<file path="src/verilog/thumb_ctrl_pkg.sv">
package thumb_ctrl_pkg;

    localparam int WORD       = 32;
    localparam int REG_ADDR_W = 4;
    localparam int LIST_W     = 16;
    localparam int COUNT_W    = 5;

    localparam logic [REG_ADDR_W-1:0] SP_REG = 4'd13;
    localparam logic [REG_ADDR_W-1:0] LR_REG = 4'd14;
    localparam logic [REG_ADDR_W-1:0] PC_REG = 4'd15;

    localparam logic [COUNT_W-1:0] COUNT_ONE  = 5'd1;
    localparam logic [WORD-1:0]    WORD_BYTES = 32'd4;

    typedef logic [15:0] instr_t;

    // group patterns on instr[15:10]
    localparam logic [5:0] OP_SHIFT_IMM = 6'b00????;
    localparam logic [5:0] OP_DATA_PROC = 6'b010000;
    localparam logic [5:0] OP_LS_REG    = 6'b0101??;
    localparam logic [5:0] OP_LS_IMM    = 6'b011???;
    localparam logic [5:0] OP_LS_HW     = 6'b1000??;
    localparam logic [5:0] OP_LS_SP     = 6'b1001??;
    localparam logic [5:0] OP_MISC      = 6'b1011??;
    localparam logic [5:0] OP_STM       = 6'b11000?;
    localparam logic [5:0] OP_LDM       = 6'b11001?;

    // shift, add, sub, move, compare on instr[13:9]
    localparam logic [4:0] SH_LSL_IMM  = 5'b000??;
    localparam logic [4:0] SH_LSR_IMM  = 5'b001??;
    localparam logic [4:0] SH_ASR_IMM  = 5'b010??;
    localparam logic [4:0] SH_ADD_REG  = 5'b01100;
    localparam logic [4:0] SH_SUB_REG  = 5'b01101;
    localparam logic [4:0] SH_ADD_IMM3 = 5'b01110;
    localparam logic [4:0] SH_SUB_IMM3 = 5'b01111;
    localparam logic [4:0] SH_MOV_IMM8 = 5'b100??;
    localparam logic [4:0] SH_CMP_IMM8 = 5'b101??;
    localparam logic [4:0] SH_ADD_IMM8 = 5'b110??;
    localparam logic [4:0] SH_SUB_IMM8 = 5'b111??;

    // data-processing opcodes on instr[9:6]
    localparam logic [3:0] DP_AND = 4'b0000;
    localparam logic [3:0] DP_EOR = 4'b0001;
    localparam logic [3:0] DP_LSL = 4'b0010;
    localparam logic [3:0] DP_LSR = 4'b0011;
    localparam logic [3:0] DP_ASR = 4'b0100;
    localparam logic [3:0] DP_ADC = 4'b0101;
    localparam logic [3:0] DP_SBC = 4'b0110;
    localparam logic [3:0] DP_ROR = 4'b0111;
    localparam logic [3:0] DP_TST = 4'b1000;
    localparam logic [3:0] DP_RSB = 4'b1001;
    localparam logic [3:0] DP_CMP = 4'b1010;
    localparam logic [3:0] DP_CMN = 4'b1011;
    localparam logic [3:0] DP_ORR = 4'b1100;
    localparam logic [3:0] DP_MUL = 4'b1101;
    localparam logic [3:0] DP_BIC = 4'b1110;
    localparam logic [3:0] DP_MVN = 4'b1111;

    // misc group on instr[11:5]
    localparam logic [6:0] MISC_PUSH = 7'b010????;
    localparam logic [6:0] MISC_POP  = 7'b110????;

    typedef enum logic [3:0] {
        ALU_ADD, ALU_SUB, ALU_AND, ALU_OR, ALU_XOR, ALU_NOT, ALU_BIC, ALU_MULT,
        ALU_LSL, ALU_LSR, ALU_ASR, ALU_ROR
    } alu_op_e;

    typedef enum logic [1:0] {SRC_REG, SRC_IMM, SRC_ZERO, SRC_ACC} alu_src_e;

    typedef enum logic [2:0] {BLK_NONE, BLK_PUSH, BLK_POP, BLK_STM, BLK_LDM} block_kind_e;

    typedef struct packed {
        logic                  update_flags;
        logic                  reg_write;
        logic                  mem_write;
        alu_src_e              alu_in1_sel;
        alu_src_e              alu_in2_sel;
        alu_op_e               alu_op;
        logic [REG_ADDR_W-1:0] reg_addr;
        logic                  addr2_from_ctrl;
        logic                  dest_from_ctrl;
        logic [WORD-1:0]       imm;
    } ctrl_word_t;

    localparam ctrl_word_t CTRL_DEFAULT = '{
        update_flags: 1'b0, reg_write: 1'b0, mem_write: 1'b0,
        alu_in1_sel: SRC_REG, alu_in2_sel: SRC_REG, alu_op: ALU_ADD,
        reg_addr: '0, addr2_from_ctrl: 1'b0, dest_from_ctrl: 1'b0, imm: '0
    };

endpackage

</file>
<file path="src/verilog/block_transfer_seq.sv">
`timescale 1ns/1ps

module block_transfer_seq (
    input  logic                        clk_i,
    input  logic                        rst_n_i,
    input  thumb_ctrl_pkg::instr_t      instr_i,
    input  thumb_ctrl_pkg::block_kind_e kind_i,
    output thumb_ctrl_pkg::ctrl_word_t  ctrl_o,
    output logic                        stall_o
);

    logic [thumb_ctrl_pkg::LIST_W-1:0]     reg_list;
    logic [thumb_ctrl_pkg::LIST_W-1:0]     mask_q;
    logic [thumb_ctrl_pkg::LIST_W-1:0]     pick;
    logic [thumb_ctrl_pkg::REG_ADDR_W-1:0] pick_num;
    logic [thumb_ctrl_pkg::COUNT_W-1:0]    remaining;
    logic [thumb_ctrl_pkg::COUNT_W-1:0]    total;
    logic [thumb_ctrl_pkg::COUNT_W-1:0]    step_q;
    logic [thumb_ctrl_pkg::WORD-1:0]       n_bytes;
    logic [thumb_ctrl_pkg::WORD-1:0]       k_bytes;
    logic [thumb_ctrl_pkg::REG_ADDR_W-1:0] base_reg;
    logic                                  base_in_list;
    logic                                  highest_first;

    always_comb begin
        reg_list = '0;
        case (kind_i)
            thumb_ctrl_pkg::BLK_PUSH: begin
                reg_list[7:0]                  = instr_i[7:0];
                reg_list[thumb_ctrl_pkg::LR_REG] = instr_i[8];
            end
            thumb_ctrl_pkg::BLK_POP: begin
                reg_list[7:0]                  = instr_i[7:0];
                reg_list[thumb_ctrl_pkg::PC_REG] = instr_i[8];
            end
            thumb_ctrl_pkg::BLK_STM,
            thumb_ctrl_pkg::BLK_LDM: reg_list[7:0] = instr_i[7:0];
            default: ;
        endcase
    end

    // ldm walks down so the offsets count from the top of the block
    assign highest_first = (kind_i == thumb_ctrl_pkg::BLK_LDM);

    reg_list_picker u_picker (
        .list_i          (reg_list),
        .mask_i          (mask_q),
        .highest_first_i (highest_first),
        .pick_o          (pick),
        .reg_num_o       (pick_num),
        .remaining_o     (remaining),
        .total_o         (total)
    );

    assign stall_o = (remaining != '0);

    assign base_reg     = {1'b0, instr_i[10:8]};
    assign base_in_list = instr_i[instr_i[10:8]];

    assign n_bytes = {{(thumb_ctrl_pkg::WORD - thumb_ctrl_pkg::COUNT_W - 2){1'b0}}, total, 2'b00};
    assign k_bytes = {{(thumb_ctrl_pkg::WORD - thumb_ctrl_pkg::COUNT_W - 2){1'b0}}, step_q, 2'b00};

    always_comb begin
        ctrl_o = thumb_ctrl_pkg::CTRL_DEFAULT;
        if (kind_i != thumb_ctrl_pkg::BLK_NONE) begin
            ctrl_o.alu_in2_sel = thumb_ctrl_pkg::SRC_ACC;
            ctrl_o.reg_addr    = stall_o ? pick_num : base_reg;
        end
        case (kind_i)
            thumb_ctrl_pkg::BLK_PUSH: begin
                ctrl_o.alu_op          = thumb_ctrl_pkg::ALU_SUB;
                ctrl_o.addr2_from_ctrl = 1'b1;
                ctrl_o.mem_write       = stall_o;
                ctrl_o.reg_write       = !stall_o;
                ctrl_o.imm             = stall_o ? n_bytes - k_bytes : n_bytes;
                if (!stall_o) begin
                    ctrl_o.reg_addr = thumb_ctrl_pkg::SP_REG;
                end
            end
            thumb_ctrl_pkg::BLK_POP: begin
                ctrl_o.dest_from_ctrl = 1'b1;
                ctrl_o.reg_write      = 1'b1;
                ctrl_o.imm            = stall_o ? k_bytes : n_bytes;
                if (!stall_o) begin
                    ctrl_o.reg_addr = thumb_ctrl_pkg::SP_REG;
                end
            end
            thumb_ctrl_pkg::BLK_STM: begin
                ctrl_o.addr2_from_ctrl = stall_o;
                ctrl_o.dest_from_ctrl  = !stall_o;
                ctrl_o.mem_write       = stall_o;
                ctrl_o.reg_write       = !stall_o;
                ctrl_o.imm             = stall_o ? k_bytes : n_bytes;
            end
            thumb_ctrl_pkg::BLK_LDM: begin
                ctrl_o.dest_from_ctrl = 1'b1;
                // base write-back would clobber a freshly loaded base
                ctrl_o.reg_write      = stall_o || !base_in_list;
                ctrl_o.imm            = stall_o ? n_bytes - thumb_ctrl_pkg::WORD_BYTES - k_bytes
                                                : n_bytes;
            end
            default: ;
        endcase
    end

    always_ff @(posedge clk_i) begin
        if (!rst_n_i || !stall_o) begin
            mask_q <= '1;
            step_q <= '0;
        end else begin
            mask_q <= mask_q & ~pick;
            step_q <= step_q + thumb_ctrl_pkg::COUNT_ONE;
        end
    end

endmodule

</file>
<file path="src/verilog/op_decoder.sv">
`timescale 1ns/1ps

module op_decoder (
    input  thumb_ctrl_pkg::instr_t      instr_i,
    input  thumb_ctrl_pkg::ctrl_word_t  seq_ctrl_i,
    output thumb_ctrl_pkg::block_kind_e kind_o,
    output thumb_ctrl_pkg::ctrl_word_t  ctrl_o
);

    thumb_ctrl_pkg::ctrl_word_t dec_ctrl;

    always_comb begin
        dec_ctrl = thumb_ctrl_pkg::CTRL_DEFAULT;
        kind_o   = thumb_ctrl_pkg::BLK_NONE;

        casez (instr_i[15:10])
            thumb_ctrl_pkg::OP_SHIFT_IMM: begin
                dec_ctrl.update_flags = 1'b1;
                dec_ctrl.reg_write    = 1'b1;
                casez (instr_i[13:9])
                    thumb_ctrl_pkg::SH_LSL_IMM: begin
                        dec_ctrl.alu_op      = thumb_ctrl_pkg::ALU_LSL;
                        dec_ctrl.alu_in2_sel = thumb_ctrl_pkg::SRC_IMM;
                    end
                    thumb_ctrl_pkg::SH_LSR_IMM: begin
                        dec_ctrl.alu_op      = thumb_ctrl_pkg::ALU_LSR;
                        dec_ctrl.alu_in2_sel = thumb_ctrl_pkg::SRC_IMM;
                    end
                    thumb_ctrl_pkg::SH_ASR_IMM: begin
                        dec_ctrl.alu_op      = thumb_ctrl_pkg::ALU_ASR;
                        dec_ctrl.alu_in2_sel = thumb_ctrl_pkg::SRC_IMM;
                    end
                    thumb_ctrl_pkg::SH_ADD_REG: dec_ctrl.alu_op = thumb_ctrl_pkg::ALU_ADD;
                    thumb_ctrl_pkg::SH_SUB_REG: dec_ctrl.alu_op = thumb_ctrl_pkg::ALU_SUB;
                    thumb_ctrl_pkg::SH_ADD_IMM3,
                    thumb_ctrl_pkg::SH_ADD_IMM8: begin
                        dec_ctrl.alu_in2_sel = thumb_ctrl_pkg::SRC_IMM;
                    end
                    thumb_ctrl_pkg::SH_SUB_IMM3,
                    thumb_ctrl_pkg::SH_SUB_IMM8: begin
                        dec_ctrl.alu_op      = thumb_ctrl_pkg::ALU_SUB;
                        dec_ctrl.alu_in2_sel = thumb_ctrl_pkg::SRC_IMM;
                    end
                    // move is 0 + imm
                    thumb_ctrl_pkg::SH_MOV_IMM8: begin
                        dec_ctrl.alu_in1_sel = thumb_ctrl_pkg::SRC_ZERO;
                        dec_ctrl.alu_in2_sel = thumb_ctrl_pkg::SRC_IMM;
                    end
                    thumb_ctrl_pkg::SH_CMP_IMM8: begin
                        dec_ctrl.alu_op      = thumb_ctrl_pkg::ALU_SUB;
                        dec_ctrl.alu_in2_sel = thumb_ctrl_pkg::SRC_IMM;
                        dec_ctrl.reg_write   = 1'b0;
                    end
                    default: ;
                endcase
            end
            thumb_ctrl_pkg::OP_DATA_PROC: begin
                dec_ctrl.update_flags = 1'b1;
                dec_ctrl.reg_write    = 1'b1;
                case (instr_i[9:6])
                    thumb_ctrl_pkg::DP_AND: dec_ctrl.alu_op = thumb_ctrl_pkg::ALU_AND;
                    thumb_ctrl_pkg::DP_EOR: dec_ctrl.alu_op = thumb_ctrl_pkg::ALU_XOR;
                    thumb_ctrl_pkg::DP_LSL: dec_ctrl.alu_op = thumb_ctrl_pkg::ALU_LSL;
                    thumb_ctrl_pkg::DP_LSR: dec_ctrl.alu_op = thumb_ctrl_pkg::ALU_LSR;
                    thumb_ctrl_pkg::DP_ASR: dec_ctrl.alu_op = thumb_ctrl_pkg::ALU_ASR;
                    thumb_ctrl_pkg::DP_ADC: dec_ctrl.alu_op = thumb_ctrl_pkg::ALU_ADD;
                    thumb_ctrl_pkg::DP_SBC: dec_ctrl.alu_op = thumb_ctrl_pkg::ALU_SUB;
                    thumb_ctrl_pkg::DP_ROR: dec_ctrl.alu_op = thumb_ctrl_pkg::ALU_ROR;
                    thumb_ctrl_pkg::DP_TST: begin
                        dec_ctrl.alu_op    = thumb_ctrl_pkg::ALU_AND;
                        dec_ctrl.reg_write = 1'b0;
                    end
                    // negate as 0 - rm
                    thumb_ctrl_pkg::DP_RSB: begin
                        dec_ctrl.alu_op      = thumb_ctrl_pkg::ALU_SUB;
                        dec_ctrl.alu_in1_sel = thumb_ctrl_pkg::SRC_ZERO;
                    end
                    thumb_ctrl_pkg::DP_CMP: begin
                        dec_ctrl.alu_op    = thumb_ctrl_pkg::ALU_SUB;
                        dec_ctrl.reg_write = 1'b0;
                    end
                    thumb_ctrl_pkg::DP_CMN: begin
                        dec_ctrl.alu_op    = thumb_ctrl_pkg::ALU_ADD;
                        dec_ctrl.reg_write = 1'b0;
                    end
                    thumb_ctrl_pkg::DP_ORR: dec_ctrl.alu_op = thumb_ctrl_pkg::ALU_OR;
                    thumb_ctrl_pkg::DP_MUL: dec_ctrl.alu_op = thumb_ctrl_pkg::ALU_MULT;
                    thumb_ctrl_pkg::DP_BIC: dec_ctrl.alu_op = thumb_ctrl_pkg::ALU_BIC;
                    thumb_ctrl_pkg::DP_MVN: dec_ctrl.alu_op = thumb_ctrl_pkg::ALU_NOT;
                    default: ;
                endcase
            end
            // loads are bit 11 or the signed forms with sub-code 11
            thumb_ctrl_pkg::OP_LS_REG: begin
                if (instr_i[11] || instr_i[10:9] == 2'b11) begin
                    dec_ctrl.reg_write = 1'b1;
                end else begin
                    dec_ctrl.mem_write = 1'b1;
                end
            end
            thumb_ctrl_pkg::OP_LS_IMM,
            thumb_ctrl_pkg::OP_LS_HW,
            thumb_ctrl_pkg::OP_LS_SP: begin
                dec_ctrl.alu_in2_sel = thumb_ctrl_pkg::SRC_IMM;
                if (instr_i[11]) begin
                    dec_ctrl.reg_write = 1'b1;
                end else begin
                    dec_ctrl.mem_write = 1'b1;
                end
            end
            thumb_ctrl_pkg::OP_MISC: begin
                casez (instr_i[11:5])
                    thumb_ctrl_pkg::MISC_PUSH: kind_o = thumb_ctrl_pkg::BLK_PUSH;
                    thumb_ctrl_pkg::MISC_POP:  kind_o = thumb_ctrl_pkg::BLK_POP;
                    default: ;
                endcase
            end
            thumb_ctrl_pkg::OP_STM: kind_o = thumb_ctrl_pkg::BLK_STM;
            thumb_ctrl_pkg::OP_LDM: kind_o = thumb_ctrl_pkg::BLK_LDM;
            default: ;
        endcase
    end

    assign ctrl_o = (kind_o == thumb_ctrl_pkg::BLK_NONE) ? dec_ctrl : seq_ctrl_i;

endmodule

</file>
<file path="src/verilog/reg_list_picker.sv">
`timescale 1ns/1ps

module reg_list_picker (
    input  logic [thumb_ctrl_pkg::LIST_W-1:0]     list_i,
    input  logic [thumb_ctrl_pkg::LIST_W-1:0]     mask_i,
    input  logic                                  highest_first_i,
    output logic [thumb_ctrl_pkg::LIST_W-1:0]     pick_o,
    output logic [thumb_ctrl_pkg::REG_ADDR_W-1:0] reg_num_o,
    output logic [thumb_ctrl_pkg::COUNT_W-1:0]    remaining_o,
    output logic [thumb_ctrl_pkg::COUNT_W-1:0]    total_o
);

    logic [thumb_ctrl_pkg::LIST_W-1:0]     masked;
    logic [thumb_ctrl_pkg::REG_ADDR_W-1:0] lo_num;
    logic [thumb_ctrl_pkg::REG_ADDR_W-1:0] hi_num;
    logic                                  lo_found;

    assign masked = list_i & mask_i;

    always_comb begin
        lo_num      = '0;
        hi_num      = '0;
        lo_found    = 1'b0;
        remaining_o = '0;
        total_o     = '0;
        // the last set bit seen is the highest, the first one the lowest
        for (int i = 0; i < thumb_ctrl_pkg::LIST_W; i++) begin
            if (masked[i]) begin
                remaining_o = remaining_o + thumb_ctrl_pkg::COUNT_ONE;
                hi_num      = i[thumb_ctrl_pkg::REG_ADDR_W-1:0];
                if (!lo_found) begin
                    lo_num   = i[thumb_ctrl_pkg::REG_ADDR_W-1:0];
                    lo_found = 1'b1;
                end
            end
            if (list_i[i]) begin
                total_o = total_o + thumb_ctrl_pkg::COUNT_ONE;
            end
        end
    end

    assign reg_num_o = highest_first_i ? hi_num : lo_num;

    always_comb begin
        pick_o = '0;
        if (lo_found) begin
            pick_o[reg_num_o] = 1'b1;
        end
    end

endmodule

</file>
<file path="src/verilog/thumb_ctrl_top.sv">
`timescale 1ns/1ps

module thumb_ctrl_top (
    input  logic                       clk_i,
    input  logic                       rst_n_i,
    input  thumb_ctrl_pkg::instr_t     instr_i,
    output thumb_ctrl_pkg::ctrl_word_t ctrl_o,
    output logic                       stall_o
);

    // sequencer word, only forwarded for block transfers
    thumb_ctrl_pkg::ctrl_word_t  seq_ctrl;
    thumb_ctrl_pkg::block_kind_e kind;

    op_decoder u_decoder (
        .instr_i    (instr_i),
        .seq_ctrl_i (seq_ctrl),
        .kind_o     (kind),
        .ctrl_o     (ctrl_o)
    );

    block_transfer_seq u_seq (
        .clk_i   (clk_i),
        .rst_n_i (rst_n_i),
        .instr_i (instr_i),
        .kind_i  (kind),
        .ctrl_o  (seq_ctrl),
        .stall_o (stall_o)
    );

endmodule
</file>
<file path="config.mk">
export PLATFORM = sky130hd
export DESIGN_NAME = thumb_ctrl_top
export DESIGN_NICKNAME = d
export VERILOG_FILES = /design/src/verilog/thumb_ctrl_pkg.sv /design/src/verilog/block_transfer_seq.sv /design/src/verilog/op_decoder.sv /design/src/verilog/reg_list_picker.sv /design/src/verilog/thumb_ctrl_top.sv
export SDC_FILE = /design/constraint.sdc
export NUM_CORES = 1
export LEC_CHECK = 0
export BUFFER_PORTS_ARGS = -buffer_cell sky130_fd_sc_hd__clkbuf_2
export CAP_MARGIN = 20
export CELL_PAD_IN_SITES_DETAIL_PLACEMENT = 1
export CELL_PAD_IN_SITES_GLOBAL_PLACEMENT = 1
export CORE_ASPECT_RATIO = 1.5
export CORE_MARGIN = 2
export CORE_UTILIZATION = 45
export DETAILED_ROUTE_END_ITERATION = 10
export PLACE_DENSITY = 0.95
export SYNTH_ARGS = -nofsm -noshare
export SYNTH_HDL_FRONTEND = slang
export SYNTH_SLANG_ARGS = --single-unit
</file>
<file path="constraint.sdc">
create_clock -name clk_i -period 34 [get_ports clk_i]
set_input_delay 6.8 -clock clk_i [delete_from_list [all_inputs] [get_ports clk_i]]
set_output_delay 6.8 -clock clk_i [all_outputs]
set_load 0.02 [all_outputs]
</file>
# Word level (Yosys, flattened, before mapping)
# Index checks and enable logic that the tools add are counted.
[word_totals]
register_bits = 21
input_bits = 18
output_inout_bits = 50
word_cells = 231
[classes]
add_sub_neg = 28
magnitude_cmp = 3
eq_ne = 39
mux = 130
n_bitwise = 3
n_reduce_logical = 26
[op_table]
columns = ["cell", "count"]
rows = [
  ["$mux 4", 47],
  ["$add 5x1->5 const B", 25],
  ["$mux 5", 24],
  ["$pmux 32 s3", 1],
  ["$mux 32", 2],
  ["$mux 49", 1],
  ["$pmux 4 s12", 1],
  ["$eq 4x4->1 const B", 11],
  ["$mux 1", 35],
  ["$and 16x16->16", 2],
  ["$sub 32x7->32", 1],
  ["$eq 4x3->1 const B", 5],
  ["$eq 3x3->1 const B", 6],
  ["$mux 16", 1],
  ["$not 16->16", 1],
  ["$pmux 4 s4", 1],
  ["$eq 3x2->1 const B", 5],
  ["$eq 5x4->1 const B", 3],
  ["$reduce_or 2->1", 7],
  ["$eq 5x5->1 const B", 2],
  ["$pmux 3 s3", 1],
  ["$reduce_or 3->1", 3],
  ["$reduce_or 9->1", 1],
  ["$eq 4x2->1 const B", 2],
  ["other kinds (28)", 41],
]

# Longest topological paths before layout
[depth]
ltp_word = 46
mapped_depth = 47
mapped_depth_nobuf = 41

# Cells and area by module
# From an unflattened synthesis, not the netlist that was laid out.
[unflattened]
cells_unflattened = 964
area_unflattened_um2 = 6871.6
[modules_own_cells]
columns = ["module", "n_inst", "cells_each", "area_each_um2", "seq_area_each_um2"]
rows = [
  ["reg_list_picker", 1, 607, 4291.6, 0.0],
  ["block_transfer_seq", 1, 235, 1851.8, 420.4],
  ["op_decoder", 1, 122, 728.2, 0.0],
]

# Worst setup path before layout
# OpenSTA, ideal clock, no wires.
[synth_timing]
kind = "input to output"
start = "input instr_i[12]"
end = "output ctrl_o[25] (netlist bit)"
arrival_ns = 15.726
t_required_ns = 27.200
setup_slack_ns = 11.474
stages = 46
path_buffers = 7
cell_sequence = "clkbuf_1 > and3b_1 > a21oi_1 > inv_1 > buf_2 > buf_2 > clkbuf_1 > clkbuf_1 > and2_1 > ha_1 > clkbuf_1 > or3_1 > nand2_1 > ha_1 > mux2_2 > ha_1 > nand2_1 > o31ai_1 > (+10 left out) > o21ai_0 > ha_1 > nand2_1 > o21ai_0 > ha_1 > mux2i_1 > ha_1 > inv_1 > ha_1 > nor2b_1 > o21ai_0 > nand2b_1 > a21o_1 > a21oi_1 > nand2_1 > ha_1 > o21ai_0 > buf_4"
[synth_rtl]
columns = ["item", "line", "rtl"]
rows = [
  ["start, declared", "thumb_ctrl_top.sv:6", "input thumb_ctrl_pkg::instr_t instr_i,"],
  ["end, declared", "thumb_ctrl_top.sv:7", "output thumb_ctrl_pkg::ctrl_word_t ctrl_o,"],
]

==> impl_metrics.env <==
export IMPL_postCtsHoldBufs=0
export IMPL_cts_buffers=3
export IMPL_synth_ff_type="dfxtp_1"
export IMPL_worst_slew_pin_slew_ps=936
export IMPL_cts_resized_gates=0
export IMPL_finalWirelength_mm=14.4
export IMPL_power_per_cell_area_nw_per_um2=19.7
export IMPL_drc=0
export IMPL_ys_warn_count=0
export IMPL_syn_area_per_cell_um2=6.93
export IMPL_cts_tree="done"
export IMPL_finish_instance_area_um2=4400
export IMPL_row_count=42
export IMPL_finalSetupViolCount=0
export IMPL_switchingPower_w=0.0000374
export IMPL_clkPwrFrac_pct=27.4
export IMPL_final_period_utilization_pct=68.0
export IMPL_required_ps=27200
export IMPL_worst_path_largest_cell_delay_ps=500
export IMPL_h_tree_depth=1
export IMPL_cts_setup_buffers=0
export IMPL_worst_path_most_repeated_cell="ha_1"
export IMPL_cts_max_path_buffers=2
export IMPL_rsz0062_at_grt="false"
export IMPL_dieWidth_um=81.9
export IMPL_max_freq_mhz=43.3
export IMPL_syn_area_um2=4090
export IMPL_finalSetupTns_ps=0
export IMPL_grt_first_pass_wirelength_mm=23.4
export IMPL_fp_coreArea_um2=8830
export IMPL_start_util_pct=46.4
export IMPL_post_drt_wl_per_cell_um=19.8
export IMPL_slowest_stage="ha_1"
export IMPL_cts_root_buffer="clkbuf_16"
export IMPL_period_needed_ps=23110
export IMPL_grt_overflow=0
export IMPL_seq_power_share_pct=21.0
export IMPL_slew_viol_final=0
export IMPL_async_flop_share_pct=0
export IMPL_grt_max_degree=39
export IMPL_die_y_um=121
export IMPL_drive_gt1_share_pct=15.1
export IMPL_io_pins=68
export IMPL_hold_slack_ps=477
export IMPL_cp_max_fo=38
export IMPL_status="finished clean"
export IMPL_total_power_w=0.0000867
export IMPL_fin_util_pct=49.8
export IMPL_clkSinkCount=15
export IMPL_synthCells=591
export IMPL_firstDrtPassIters=5
export IMPL_ys_seq_area_share_pct=7.33
export IMPL_startpoint_type="input port"
export IMPL_yosysUniqueCellTypes=77
export IMPL_antenna_found_initial=0
export IMPL_postPlaceCellArea_um2=4320
export IMPL_layout_nets=675
export IMPL_dieArea_um2=9890
export IMPL_grt_pass1_vias=4886
export IMPL_worstSkewPairLatency_ps=250
export IMPL_r2r_slack_ps=25940
export IMPL_portBuffers=64
export IMPL_fin_skew_ps=1.38
export IMPL_clk_pin_slew_worst_paths_ps=50
export IMPL_hold_path_class="register to register"
export IMPL_viasPerCell=6.32
export IMPL_p_sw_share_pct=43.1
export IMPL_grt_usage_pct=29.7
export IMPL_ir_drop_uv=12.9
export IMPL_drv_cap=0
export IMPL_ys_ff_latch=15
export IMPL_p_comb_share_pct=51.6
export IMPL_areaGrowthSynthToFinish_pct=7.46
export IMPL_relSlewSlack_pct=37.1
export IMPL_synth_edff_count=0
export IMPL_num_vias=4587
export IMPL_p_int_w=0.0000493
export IMPL_finalHoldViolCount=0
export IMPL_postRouteAntennaNets=0
export IMPL_antenna_cells=0
export IMPL_place_congestion=0.906
export IMPL_cp_arrival_ps=16310
export IMPL_hpwl_mm=11.2
export IMPL_drt_iter0_drc=226
export IMPL_cp_end_kind="primary output"
export IMPL_filler_cell_count=1156
export IMPL_crit_type="input port to primary output"
export IMPL_p_leak_nw=1.96
[worst max-delay path: cells and delay by family]
kind | cells | cell delay, ps
AOI/OAI and AO/OA | 9 | 1580
and+or+nand+nor | 13 | 2720
buffers and inverters | 8 | 1630
adders and majority gates | 8 | 2520
muxes | 3 | 970
[through the flow]
| stage | setup WS [ps] | std cells |
|---|---|---|
| global route | 10170 | 726 |
| CTS | 10990 | 726 |
| finish | 10890 | 726 |
| global placement | 11500 | 722 |
| detailed placement | 10960 | 722 |
| floorplan | 11470 | 593 |
[power by group through the flow]
| stage | Combinational (W) | Sequential [W] | Clock, W |
|---|---|---|---|
| detailed placement | 0.0000434 | 0.0000185 | 0 |
| global placement | 0.0000406 | 0.0000185 | 0 |
| finish | 0.0000447 | 0.0000182 | 0.0000237 |
| floorplan | 0.0000336 | 0.0000184 | 0 |
| CTS | 0.0000439 | 0.0000182 | 0.0000236 |
| global route | 0.0000490 | 0.0000182 | 0.0000244 |
[state kept, by name (all words and copies together), names as in the netlist]
signal,count
u_seq.mask_q,10
u_seq.step_q,5
[routing by layer]
metal  GRT usage, %  share of wire (%)
met5              0                  0
met2           55.3                 53
met4           16.8                5.1
met1           30.4                 37
met3           4.03                5.4
[cell usage in the layout (no fill, tap or decap), types with 5 or more instances in the layout]
| cell type | Yosys | layout |
|---|---|---|
| clkbuf_2 | 0 | 64 |
| o21ai_0 | 53 | 53 |
| nand3_1 | 32 | 32 |
| nand2b_1 | 11 | 11 |
| nor3_1 | 8 | 8 |
| xnor2_1 | 29 | 29 |
| a21o_1 | 7 | 7 |
| and2_1 | 13 | 13 |
| xor2_1 | 18 | 18 |
| a31oi_1 | 5 | 5 |
| a21oi_1 | 37 | 36 |
| nand4_1 | 10 | 10 |
| dfxtp_1 | 15 | 15 |
| inv_1 | 29 | 29 |
| nor2_1 | 37 | 37 |
| or3_1 | 10 | 10 |
| nand2_1 | 78 | 78 |
| nor2b_1 | 6 | 6 |
| ha_1 | 38 | 38 |
| o31ai_1 | 7 | 7 |
| nand3b_1 | 6 | 6 |
| mux2i_1 | 8 | 8 |
[Yosys cell counts, drive strengths merged, types with 8 or more instances]
cell / n / area [um^2]
nand3: 32 / 160
xor2: 19 / 174
ha: 38 / 475
mux2i: 10 / 116
dfxtp: 15 / 300
clkbuf: 19 / 71.3
or3: 10 / 62.6
and2: 14 / 90.1
nand4: 10 / 62.6
inv: 30 / 113
xnor2: 30 / 282
nand2: 81 / 312
o21ai: 55 / 275
buf: 29 / 194
nor3: 8 / 40.0
nand2b: 11 / 68.8
nor2: 37 / 139
a21oi: 38 / 194
[kinds of logic (layout without fill, tap and decap cells)]
logic type	Yosys count	after routing	share of synthesized area [%]
AOI/OAI and AO/OA	146	146	21.6
muxes	16	16	5.13
and+or+nand+nor	239	239	29.6
xor gates and xnor gates	54	54	14.0
DFF	15	15	7.34
adders and majority gates	41	41	12.8
buffers and inverters	79	102	9.32
other	1	3	0.0916
[worst paths after layout]
| kind | from | endpoint | cells after the start |
|---|---|---|---|
| worst max-delay path | instr_i[15] | ctrl_o[26] | 41 |
| worst min-delay path | u_seq.mask_q[0] | u_seq.mask_q[0] | 1 |
| worst max register to register | u_seq.mask_q[0] | u_seq.step_q[2] | 33 |
| worst min register to register | u_seq.mask_q[0] | u_seq.mask_q[0] | 1 |
[layout make-up]
cell class              count  area, um^2  area share (%)
clock buffers               4        78.8            1.79
inverters                  31         116            2.65
multi-input cells         499        3420            77.8
flip-flops and latches     15         300            6.83
well taps                 110         138            3.13
repair buffers             67         343            7.79
Note: power is estimated with default switching activity, not from simulation.
